<file path="src/rtl/fcvt_defs.svh">
// FP-to-integer converter constants
// Register map, queue depth, rounding and operation codes, integer limits
`ifndef FCVT_DEFS_SVH
`define FCVT_DEFS_SVH

`define FCVT_QDEPTH 4

`define FCVT_ADDR_CTRL   5'h00
`define FCVT_ADDR_SRC_LO 5'h04
`define FCVT_ADDR_SRC_HI 5'h08
`define FCVT_ADDR_ISSUE  5'h0C
`define FCVT_ADDR_RES_LO 5'h10
`define FCVT_ADDR_RES_HI 5'h14
`define FCVT_ADDR_STATUS 5'h18

`define FCVT_RM_RNE 2'd0
`define FCVT_RM_RTZ 2'd1
`define FCVT_RM_RDN 2'd2
`define FCVT_RM_RUP 2'd3

`define FCVT_OP_SRC_SNG 0  // Source is single precision
`define FCVT_OP_DST_32  1  // Destination is int32

`define FCVT_I64_MAX 64'h7FFF_FFFF_FFFF_FFFF
`define FCVT_I64_MIN 64'h8000_0000_0000_0000
`define FCVT_I32_MAX 64'h0000_0000_7FFF_FFFF
`define FCVT_I32_MIN 64'hFFFF_FFFF_8000_0000

`endif

</file>
<file path="src/rtl/fcvt_pkg.sv">
// FP-to-integer converter types
// Word typedefs and the packed records passed between pipeline stages
package fcvt_pkg;

  typedef logic [63:0]        fp_word_t;   // Single precision sits in bits 31:0
  typedef logic [63:0]        int_word_t;  // 32-bit results are sign-extended
  typedef logic [1:0]         rmode_t;
  typedef logic [1:0]         cvt_op_t;
  typedef logic [2:0]         q_count_t;   // Queue fill level 0..4
  typedef logic signed [12:0] exp_t;       // Unbiased exponent
  typedef logic [52:0]        mant_t;      // Mantissa with hidden bit at 52

  typedef struct packed {
    logic     valid;
    cvt_op_t  op;
    rmode_t   rmode;
    fp_word_t operand;
  } cvt_req_t;

  typedef struct packed {
    logic    valid;
    cvt_op_t op;
    rmode_t  rmode;
    logic    sign;
    logic    is_nan;
    logic    is_inf;
    logic    is_zero;
    exp_t    exp;
    mant_t   mant;
  } cvt_unp_t;

  typedef struct packed {
    logic      valid;
    int_word_t value;
    logic      invalid;
    logic      inexact;
  } cvt_res_t;

endpackage

</file>
<file path="src/rtl/fcvt_apb_regs.sv">
// APB register block of the FP-to-integer converter
// Holds CTRL and SRC, launches conversions on ISSUE, reads back the result queue
`timescale 1ns/1ps
`include "fcvt_defs.svh"

module fcvt_apb_regs import fcvt_pkg::*; (
  input  logic        clk,
  input  logic        rst_n,
  input  logic [4:0]  paddr,
  input  logic        psel,
  input  logic        penable,
  input  logic        pwrite,
  input  logic [31:0] pwdata,
  output logic [31:0] prdata,
  output logic        pready,
  output logic        pslverr,
  output cvt_req_t    req,
  input  cvt_res_t    head,
  input  q_count_t    count,
  output logic        pop
);

  logic        access;
  logic        setup_rd;
  logic        wr_acc;
  logic        rd_acc;
  logic        res_addr;
  logic        issue_wr;
  logic        issue_refused;
  logic        issue_ok;
  logic        empty_rd;
  logic        q_nonempty;
  logic        rd_empty_q;  // Queue state sampled in the setup phase
  cvt_op_t     ctrl_op;
  rmode_t      ctrl_rm;
  logic [31:0] src_lo;
  logic [31:0] src_hi;
  q_count_t    credits;     // Queued plus in-flight conversions
  logic [31:0] rd_mux;
  logic        req_vld;
  cvt_op_t     req_op;
  rmode_t      req_rm;
  fp_word_t    req_src;

  assign pready     = 1'b1;  // Zero wait states
  assign access     = psel & penable;
  assign setup_rd   = psel & ~penable & ~pwrite;
  assign wr_acc     = access & pwrite;
  assign rd_acc     = access & ~pwrite;
  assign q_nonempty = (count != '0);
  assign res_addr   = (paddr == `FCVT_ADDR_RES_LO) || (paddr == `FCVT_ADDR_RES_HI);

  assign issue_wr      = wr_acc && (paddr == `FCVT_ADDR_ISSUE);
  assign issue_refused = issue_wr && (credits == q_count_t'(`FCVT_QDEPTH));
  assign issue_ok      = issue_wr && !issue_refused;
  assign empty_rd      = rd_acc && res_addr && rd_empty_q;
  assign pop           = rd_acc && (paddr == `FCVT_ADDR_RES_HI) && !rd_empty_q;
  assign pslverr       = issue_refused | empty_rd;

  always_comb begin
    case (paddr)
      `FCVT_ADDR_CTRL:   rd_mux = {28'd0, ctrl_rm, ctrl_op};
      `FCVT_ADDR_SRC_LO: rd_mux = src_lo;
      `FCVT_ADDR_SRC_HI: rd_mux = src_hi;
      `FCVT_ADDR_RES_LO: rd_mux = q_nonempty ? head.value[31:0] : 32'd0;
      `FCVT_ADDR_RES_HI: rd_mux = q_nonempty ? head.value[63:32] : 32'd0;
      `FCVT_ADDR_STATUS: rd_mux = {26'd0, q_nonempty & head.inexact,
                                   q_nonempty & head.invalid, 1'b0, count};
      default:           rd_mux = 32'd0;
    endcase
  end

  always_ff @(posedge clk or negedge rst_n) begin
    if (!rst_n) begin
      ctrl_op    <= '0;
      ctrl_rm    <= '0;
      src_lo     <= '0;
      src_hi     <= '0;
      prdata     <= '0;
      rd_empty_q <= 1'b1;
      credits    <= '0;
      req_vld    <= 1'b0;
    end else begin
      if (wr_acc && paddr == `FCVT_ADDR_CTRL) begin
        ctrl_op <= pwdata[1:0];
        ctrl_rm <= pwdata[3:2];
      end
      if (wr_acc && paddr == `FCVT_ADDR_SRC_LO) src_lo <= pwdata;
      if (wr_acc && paddr == `FCVT_ADDR_SRC_HI) src_hi <= pwdata;
      if (setup_rd) begin
        prdata     <= rd_mux;     // Data is ready for the access phase
        rd_empty_q <= !q_nonempty;
      end
      credits <= credits + q_count_t'(issue_ok) - q_count_t'(pop);
      req_vld <= issue_ok;
    end
  end

  always_ff @(posedge clk) begin
    if (issue_ok) begin
      req_op  <= ctrl_op;
      req_rm  <= ctrl_rm;
      req_src <= {src_hi, src_lo};
    end
  end

  assign req = '{valid: req_vld, op: req_op, rmode: req_rm, operand: req_src};

endmodule

</file>
<file path="src/rtl/fcvt_result_fifo.sv">
// Result queue of the FP-to-integer converter
// Circular buffer with a fill count and a head view of the oldest entry
`timescale 1ns/1ps
`include "fcvt_defs.svh"

module fcvt_result_fifo import fcvt_pkg::*; (
  input  logic     clk,
  input  logic     rst_n,
  input  cvt_res_t push,
  input  logic     pop,
  output cvt_res_t head,
  output q_count_t count
);

  localparam int DEPTH = `FCVT_QDEPTH;
  localparam int PW    = $clog2(DEPTH);

  cvt_res_t      mem [DEPTH];
  logic [PW-1:0] wr_ptr;
  logic [PW-1:0] rd_ptr;

  function automatic logic [PW-1:0] ptr_next(input logic [PW-1:0] p);
    ptr_next = (p == PW'(DEPTH - 1)) ? '0 : p + 1'b1;
  endfunction

  // Credits upstream keep pushes off a full queue
  always_ff @(posedge clk) begin
    if (push.valid) mem[wr_ptr] <= push;
  end

  always_ff @(posedge clk or negedge rst_n) begin
    if (!rst_n) begin
      wr_ptr <= '0;
      rd_ptr <= '0;
      count  <= '0;
    end else begin
      if (push.valid) wr_ptr <= ptr_next(wr_ptr);
      if (pop)        rd_ptr <= ptr_next(rd_ptr);
      count <= count + q_count_t'(push.valid) - q_count_t'(pop);
    end
  end

  assign head = mem[rd_ptr];  // Oldest entry, no read latency

endmodule

</file>
<file path="src/rtl/fcvt_round_shift.sv">
// Align, round and saturate stages of the FP-to-integer converter
// Stage 2 registers the aligned magnitude, stage 3 rounds and range-checks it
`timescale 1ns/1ps
`include "fcvt_defs.svh"

module fcvt_round_shift import fcvt_pkg::*; (
  input  logic     clk,
  input  logic     rst_n,
  input  cvt_unp_t unp,
  output cvt_res_t res
);

  exp_t         ex;
  exp_t         sh_amt;
  logic [116:0] wide;      // Mantissa over 64 integer and 53 fraction bits
  logic [63:0]  mag_d;
  logic         guard_d;
  logic         sticky_d;
  logic         big_d;

  logic         s2_vld;
  cvt_op_t      s2_op;
  rmode_t       s2_rm;
  logic         s2_sign;
  logic         s2_nan;
  logic         s2_big;
  logic [63:0]  s2_mag;
  logic         s2_guard;
  logic         s2_sticky;

  logic         lost;
  logic         inc;
  logic         dst32;
  logic [64:0]  mag_r;
  int_word_t    max_v;
  int_word_t    min_v;
  logic [63:0]  lim;       // Largest magnitude allowed for this sign
  logic         ovf;
  int_word_t    sval;

  assign ex     = unp.exp;
  assign sh_amt = 13'sd63 - ex;
  assign wide   = {unp.mant, 64'd0} >> sh_amt[6:0];

  always_comb begin
    big_d = unp.is_inf | unp.is_nan | (ex >= 13'sd64);  // Magnitude at least 2^64
    if (ex < -13'sd1) begin
      mag_d    = '0;
      guard_d  = 1'b0;
      sticky_d = ~unp.is_zero;  // Below one half
    end else begin
      mag_d    = wide[116:53];
      guard_d  = wide[52];
      sticky_d = |wide[51:0];
    end
  end

  always_ff @(posedge clk or negedge rst_n) begin
    if (!rst_n) s2_vld <= 1'b0;
    else        s2_vld <= unp.valid;
  end

  always_ff @(posedge clk) begin
    if (unp.valid) begin
      s2_op     <= unp.op;
      s2_rm     <= unp.rmode;
      s2_sign   <= unp.sign;
      s2_nan    <= unp.is_nan;
      s2_big    <= big_d;
      s2_mag    <= mag_d;
      s2_guard  <= guard_d;
      s2_sticky <= sticky_d;
    end
  end

  assign lost = s2_guard | s2_sticky;

  always_comb begin
    case (s2_rm)
      `FCVT_RM_RNE: inc = s2_guard & (s2_sticky | s2_mag[0]);  // Ties to even
      `FCVT_RM_RDN: inc = s2_sign & lost;
      `FCVT_RM_RUP: inc = ~s2_sign & lost;
      default:      inc = 1'b0;  // Toward zero truncates
    endcase
  end

  assign mag_r = {1'b0, s2_mag} + 65'(inc);
  assign dst32 = s2_op[`FCVT_OP_DST_32];
  assign max_v = dst32 ? `FCVT_I32_MAX : `FCVT_I64_MAX;
  assign min_v = dst32 ? `FCVT_I32_MIN : `FCVT_I64_MIN;
  assign lim   = s2_sign ? (64'd0 - min_v) : max_v;
  assign ovf   = s2_big | (mag_r > {1'b0, lim});
  assign sval  = s2_sign ? (64'd0 - mag_r[63:0]) : mag_r[63:0];

  always_comb begin
    res.valid   = s2_vld;
    res.invalid = 1'b0;
    res.inexact = 1'b0;
    if (s2_nan) begin
      res.value   = max_v;
      res.invalid = 1'b1;
    end else if (ovf) begin
      res.value   = s2_sign ? min_v : max_v;  // Saturate by sign
      res.invalid = 1'b1;
    end else begin
      res.value   = sval;  // 64-bit negate already sign-extends int32 results
      res.inexact = lost;
    end
  end

endmodule

</file>
<file path="src/rtl/fcvt_top.sv">
// FP-to-integer conversion unit with an APB register interface
// Register block, unpack stage, round/shift stages and result queue
`timescale 1ns/1ps

module fcvt_top import fcvt_pkg::*; (
  input  logic        clk,
  input  logic        rst_n,
  input  logic [4:0]  paddr,
  input  logic        psel,
  input  logic        penable,
  input  logic        pwrite,
  input  logic [31:0] pwdata,
  output logic [31:0] prdata,
  output logic        pready,
  output logic        pslverr
);

  cvt_req_t req;
  cvt_unp_t unp;
  cvt_res_t res;
  cvt_res_t head;
  q_count_t count;
  logic     pop;

  fcvt_apb_regs u_regs (
    .clk, .rst_n, .paddr, .psel, .penable, .pwrite, .pwdata,
    .prdata, .pready, .pslverr, .req, .head, .count, .pop
  );

  fcvt_unpack u_unpack (.clk, .rst_n, .req, .unp);

  fcvt_round_shift u_round (.clk, .rst_n, .unp, .res);

  fcvt_result_fifo u_fifo (
    .clk, .rst_n, .push(res), .pop, .head, .count
  );

endmodule

</file>
<file path="src/rtl/fcvt_unpack.sv">
// Unpack stage of the FP-to-integer converter
// Splits the operand into sign, unbiased exponent and mantissa, and classifies it
`timescale 1ns/1ps
`include "fcvt_defs.svh"

module fcvt_unpack import fcvt_pkg::*; (
  input  logic     clk,
  input  logic     rst_n,
  input  cvt_req_t req,
  output cvt_unp_t unp
);

  logic        sng;
  logic [10:0] e_fld;
  logic [51:0] f_fld;  // Fraction left-aligned to the double layout
  logic        e_max;
  logic        e_zero;
  logic        f_zero;
  exp_t        bias;
  cvt_unp_t    nxt;
  cvt_unp_t    pl_q;
  logic        vld_q;

  assign sng = req.op[`FCVT_OP_SRC_SNG];

  always_comb begin
    if (sng) begin
      e_fld = {3'd0, req.operand[30:23]};
      f_fld = {req.operand[22:0], 29'd0};
      e_max = &req.operand[30:23];
      bias  = 13'sd127;
    end else begin
      e_fld = req.operand[62:52];
      f_fld = req.operand[51:0];
      e_max = &req.operand[62:52];
      bias  = 13'sd1023;
    end
  end

  assign e_zero = (e_fld == '0);
  assign f_zero = (f_fld == '0);

  always_comb begin
    nxt         = '0;
    nxt.valid   = 1'b1;
    nxt.op      = req.op;
    nxt.rmode   = req.rmode;
    nxt.sign    = sng ? req.operand[31] : req.operand[63];
    nxt.is_nan  = e_max & ~f_zero;
    nxt.is_inf  = e_max & f_zero;
    nxt.is_zero = e_zero & f_zero;
    // Subnormals take the minimum exponent and no hidden bit
    nxt.exp     = e_zero ? (exp_t'(1) - bias) : (exp_t'({2'b00, e_fld}) - bias);
    nxt.mant    = {~e_zero, f_fld};
  end

  always_ff @(posedge clk or negedge rst_n) begin
    if (!rst_n) vld_q <= 1'b0;
    else        vld_q <= req.valid;
  end

  always_ff @(posedge clk) begin
    if (req.valid) pl_q <= nxt;
  end

  always_comb begin
    unp       = pl_q;
    unp.valid = vld_q;
  end

endmodule

</file>
<file path="config.mk">
export PLATFORM = sky130hd
export DESIGN_NAME = fcvt_top
export DESIGN_NICKNAME = d
export VERILOG_FILES = /design/src/rtl/fcvt_pkg.sv /design/src/rtl/fcvt_apb_regs.sv /design/src/rtl/fcvt_result_fifo.sv /design/src/rtl/fcvt_round_shift.sv /design/src/rtl/fcvt_top.sv /design/src/rtl/fcvt_unpack.sv
export VERILOG_INCLUDE_DIRS = /design/src /design/src/rtl
export SDC_FILE = /design/constraint.sdc
export NUM_CORES = 1
export LEC_CHECK = 0
export BUFFER_PORTS_ARGS = -buffer_cell sky130_fd_sc_hd__buf_2
export CORE_MARGIN = 2
export CORE_UTILIZATION = 40
export CTS_CLUSTER_DIAMETER = 60
export DETAILED_ROUTE_END_ITERATION = 6
export PLACE_DENSITY = 0.55
export SYNTH_ARGS = -nofsm -noshare
export SYNTH_HDL_FRONTEND = slang
export SYNTH_SLANG_ARGS = --single-unit
export TNS_END_PERCENT = 100
</file>
<file path="constraint.sdc">
create_clock -name clk -period 9.9 [get_ports clk]
set_input_delay 1.485 -clock clk [delete_from_list [all_inputs] [get_ports clk]]
set_output_delay 1.485 -clock clk [all_outputs]
set_load 0.005 [all_outputs]
</file>
# Yosys cells after proc, flatten, opt, wreduce, memory -nomap -nowiden
# Memory sizes are Yosys's and may differ from the RTL's.
# Index checks and enable logic that the tools add are counted.
# word_totals
output_inout_bits	34
ff_bits	329
memories	1
inputBits	42
mem_bits_rw	268
# mem_list
name	depth	width	read_ports	rd_ports_with_merged_regs	write_ports	line	text
u_fifo.mem	4	67	1	0	1	fcvt_result_fifo.sv:18	cvt_res_t mem [DEPTH];
# op_classes
n_reduce_logical	22
n_lt_le_gt_ge	3
addsub	12
n_eq_ne	11
n_bitwise	25
muxes	25
shift	1
# ops
operator	n
two-way mux 64 bit	4
case mux 32 bit (6 select lines)	1
subtractor 1 x 64 -> 64 bit, first input constant	2
two-way mux 63 bit	2
>> shifter 117 x 7 -> 117 bit	1
adder 64 x 1 -> 65 bit	1
greater-than comparator 65 x 64 -> 1 bit	1
two-way mux 65 bit	1
two-way mux 32 bit	2
logical NOT 52 bit	1
two-way mux 52 bit	1
OR reduction 52 bit	1
equality test 5 bit, second input constant	3
bitwise AND 1 bit	13
greater-or-equal comparator 13 x 8 -> 1 bit, second input constant	1
less-than comparator 13 x 1 -> 1 bit, second input constant	1
two-way mux 13 bit	1
subtractor 11 x 10 -> 12 bit	1
logical NOT 11 bit	1
two-way mux 11 bit	1
AND reduction 11 bit	1
subtractor 1 x 10 -> 11 bit, first input constant	1
equality test 5 x 4 -> 1 bit, second input constant	2
logical AND 1 bit	10
other kinds (19)	45

# Logic depth before layout (Yosys ltp)
# logic_depth
depth_word	8
depth_mapped	27
mapped_depth_nobuf	22

# Cells and area by module
# A second synthesis with hierarchy kept.
# hier_totals
cells_unflattened	2698
hier_area_um2	33199.3
# modules_own_cells
module	area_each_um2	cells_each	seq_area_each_um2	n_inst
fcvt_round_shift	12438.2	1601	2187.1	1
fcvt_result_fifo	10078.4	385	8222.9	1
fcvt_apb_regs	7176.9	459	4670.7	1
fcvt_unpack	3505.9	253	2247.2	1

# Worst setup path before layout
# Ideal clock, no wire load.
# synth_path
path_type	reg-to-reg
start	reg u_round.s2_sign
end	mem u_fifo.mem[0][57] (netlist bit), data pin
required_ps	9617
path_stages_with_launch	26
arrival_ps	6747
setup_time_ps	283
slack_ps	2869
path_cell_list	edfxtp_1 -> clkinv_1 -> clkbuf_1 -> nand2_1 -> xnor2_1 -> nor3_1 -> ha_1 -> ha_1 -> nand4_2 -> or3_1 -> buf_2 -> buf_2 -> nor3_1 -> nand4_1 -> xnor2_1 -> ha_1 -> nand4_1 -> or2_2 -> nor4_1 -> a211oi_1 -> or3_1 -> a211o_1 -> a41oi_4 -> nand2b_2 -> buf_2 -> o21ai_1
# synth_rtl
item	line	text
start: declaration	fcvt_round_shift.sv:24	logic s2_sign;
start signal: assignment	fcvt_round_shift.sv:67	s2_sign <= unp.sign;
end: declaration	fcvt_result_fifo.sv:18	

==> metrics.cfg <==
[sta]
setup_viol=0
drv_slew=0
finalClockSkew_ns=0.0252
worst_pin_slew_ns=1.43
setup_tns_ns=0
fmax_mhz=125
slew-limit-headroom=0.0493
rsz0062_at_grt=false
min_period_ns=8.02
period_share=0.810
hold_violations=0

[yosys]
yosys.area_share.simple=0.128
synth_area_um2=32000
yosys-top-cells-area=edfxtp_1 45%, dfrtp_1 8.8%, mux4_2 7.8%, mux2_2 5.0%, ha_1 2.5%
synth_top_area_frac=0.447
ys_warn_count=0
synthXorXnorAreaFrac=0.0314
syn_nets=2690
synth_adder_area_share=0.0273
synth.area.mux_share=0.150
synth_compound_area_frac=0.0979
synthCells=2581
synth_seq_cells=590
synth_top_area_cell=edfxtp_1
synth_flop_cell=edfxtp_1
synth_edf_count=476
yosysSeqAreaShare=0.536
synth_area_per_cell_um2=12.4
synthMostInstantiatedCell=edfxtp_1
synth_common_cells=476 x edfxtp_1, 211 x nand2_1, 201 x nor2_1, 143 x mux2_2, 113 x dfrtp_1
async_flop_share=0.193
synth_top_family_by_area=multiplexers
yosysUniqueCellTypes=92

[grt]
grt_max_degree=76
grt_pass1_vias=21600
grt_pass1_wl_um=149000
antenna_found_initial=3
overflow=0
grt_usage=0.244

[place]
dp_cells=3567
gp_congestion=0.941
port_buffers=74
hpwl_um=73900

[pwr]
peakVddDrop_mv=0.143
switching_power_mw=1.14
p_leak_nw=12.5
p_int_mw=4.14
power.density_nw_per_um2=150
pwr-share-clk=0.442
p_sw_frac=0.217
seqPwrFrac=0.521
comb_power_share=0.038

[clocking]
postCtsResizedCells=0
cts_tree=built
clkSinkCount=590
postCtsSetupBuffers=0
cts_made_buffers=60
h-tree-depth=2
clock_path_buffers=3
cts-hold-fix-buffers=0
clk_pin_slew_worst_paths_ns=0.06
insertion_delay_ns=0.65
cts_root_buf=clkbuf_16

[floorplanning]
top_level_ports=76
die_y_um=287
start_util=0.404
rows=103
fp.dieW_um=287
dieArea_um2=82300
coreArea_um2=79100

[worst_setup_path]
max_stage_delay_ns=0.81
crit_chain=clkinv_1 > buf_4 > nand2_1 > xnor2_1 > nor3_1 > ha_1 > ha_1 > nand4_2 > or3_1 > nor3_1 > nand4_1 > xnor2_1 > ha_1 > nand4_1 > or2_2 > nor4_1 > a211oi_1 > or3_1 > a211o_1 > a41oi_4 > buf_4 > nand2b_2 > o21ai_0
cp_slowest_cell=nand2b_2
path_class=flop to flop
crit_arrival_ns=8.31
worstPathMaxFanout=43
crit_top_cell=ha_1
cp_num_buf_inv=3
cp.required_ns=10.20
cp-end-kind=flop
cp_top_family=simple AND/OR/NAND/NOR gates
start_kind=flop

[outcome]
status=completed

[layout]
fin_cells=3681
nNetsFinal=2688
area_delta_synth_final_pct=10.3
layout-drive-gt1-share=0.193

[drt]
initialDrtViolationCount=2553
vias=22600
route.detailed.drc=0
first_pass_iters=6
drt-vias-per-instance=6.14
drt-wirelength-per-cell_um=27.6
antenna_left=0
wirelength_um=102000

[worst_hold_path]
hold_class=flop to flop

[run]
max_cap_violations=0

placed cells by master, fill, tap and decap left out, drive strengths merged, types with 70 or more instances in the layout:
master	instances
edfxtp	476
nand2	211
nor2	201
mux2	143
o21ai	116
dfrtp	113
mux4	111
buf	103
clkbuf	80
mux2i	70
area by class of cell:
class / count / area [um2]
diodes: 1 / 2.50
inverters: 62 / 233
clock inverters: 33 / 365
multi-input cells: 1762 / 14000
clock buffers: 80 / 1660
flip-flops and latches: 590 / 17200
well taps: 1050 / 1310
fillers: 7250 / 43800
repair buffers: 103 / 591
state kept, by name, summed over array words and instances (netlist names), 2 cells and up:
signal,flops
u_fifo.count,3
u_fifo.mem,264
u_fifo.rd_ptr,2
u_fifo.wr_ptr,2
u_regs.credits,3
u_regs.ctrl_op,2
u_regs.ctrl_rm,2
u_regs.prdata,32
u_regs.req_op,2
u_regs.req_rm,2
u_regs.req_src,64
u_regs.src_hi,32
u_regs.src_lo,32
u_round.s2_mag,64
u_round.s2_rm,2
u_unpack.unp,72
path summary, 6_finish.rpt:
path / start / end / slack [ns] / cells after the start
worst max-delay path: u_round.s2_sign / u_fifo.mem[0][42] / 1.88 / 23
worst min-delay path: u_regs.req_rm[0] / u_unpack.unp[70] / 0.43 / 0
worst max register to register: u_round.s2_sign / u_fifo.mem[0][42] / 1.88 / 23
worst min register to register: u_regs.req_rm[0] / u_unpack.unp[70] / 0.43 / 0
max in group asynchronous: rst_n / u_regs.req_vld / 7.62 / 2
min in group asynchronous: rst_n / u_regs.prdata[24] / 0.88 / 1
worst register-to-register path: stages (launching register included):
cell,delay [ns]
edfxtp_1,0.39
clkinv_1,0.06
buf_4,0.23
nand2_1,0.10
xnor2_1,0.13
nor3_1,0.15
ha_1,0.36
ha_1,0.37
nand4_2,0.27
or3_1,0.73
nor3_1,0.49
nand4_1,0.23
xnor2_1,0.43
ha_1,0.24
nand4_1,0.12
or2_2,0.32
nor4_1,0.39
a211oi_1,0.18
or3_1,0.34
a211o_1,0.34
a41oi_4,0.21
buf_4,0.41
nand2b_2,0.82
o21ai_0,0.39
routing by layer:
layer | global-route usage | wire length, um | part of all wire
met1 | 0.349 | 44800 | 0.44
met2 | 0.384 | 46700 | 0.46
met3 | 0.0485 | 7570 | 0.074
met4 | 0.0607 | 2560 | 0.025
met5 | 0 | 0 | 0
power by group through the flow:
stage	sequential, mW	clock [mW]	combinational [mW]
after floorplan	2.77	0	0.141
after global placement	2.80	0	0.195
after detailed placement	2.80	0	0.199
after CTS	2.75	2.36	0.200
after global routing	2.75	2.46	0.214
final	2.75	2.33	0.198
metrics by stage:
step / instance area [um2] / power (mW) / setup WS (ns) / utilization / hold WS [ns]
6_report: 35300 / 5.28 / 1.88 / 0.446 / 0.434
3_3_place_gp: 33300 / 2.99 / 2.17 / 0.420 / 0.415
4_1_cts: 35300 / 5.31 / 1.94 / 0.446 / 0.433
2_1_floorplan: 32000 / 2.91 / 2.87 / - / 0.400
5_1_grt: 35300 / 5.43 / 1.26 / 0.446 / 0.449
3_5_place_dp: 33300 / 3.00 / 1.99 / 0.420 / 0.406
kinds of logic after synthesis:
| family | count (synthesis) |
|---|---|
| compound gates | 448 |
| xor+xnor | 114 |
| fa+ha+maj | 69 |
| buf+inv | 229 |
| flops | 590 |
| mux | 324 |
| other cells | 1 |
| simple gates | 806 |
Note: power is estimated with default switching activity, not from simulation.
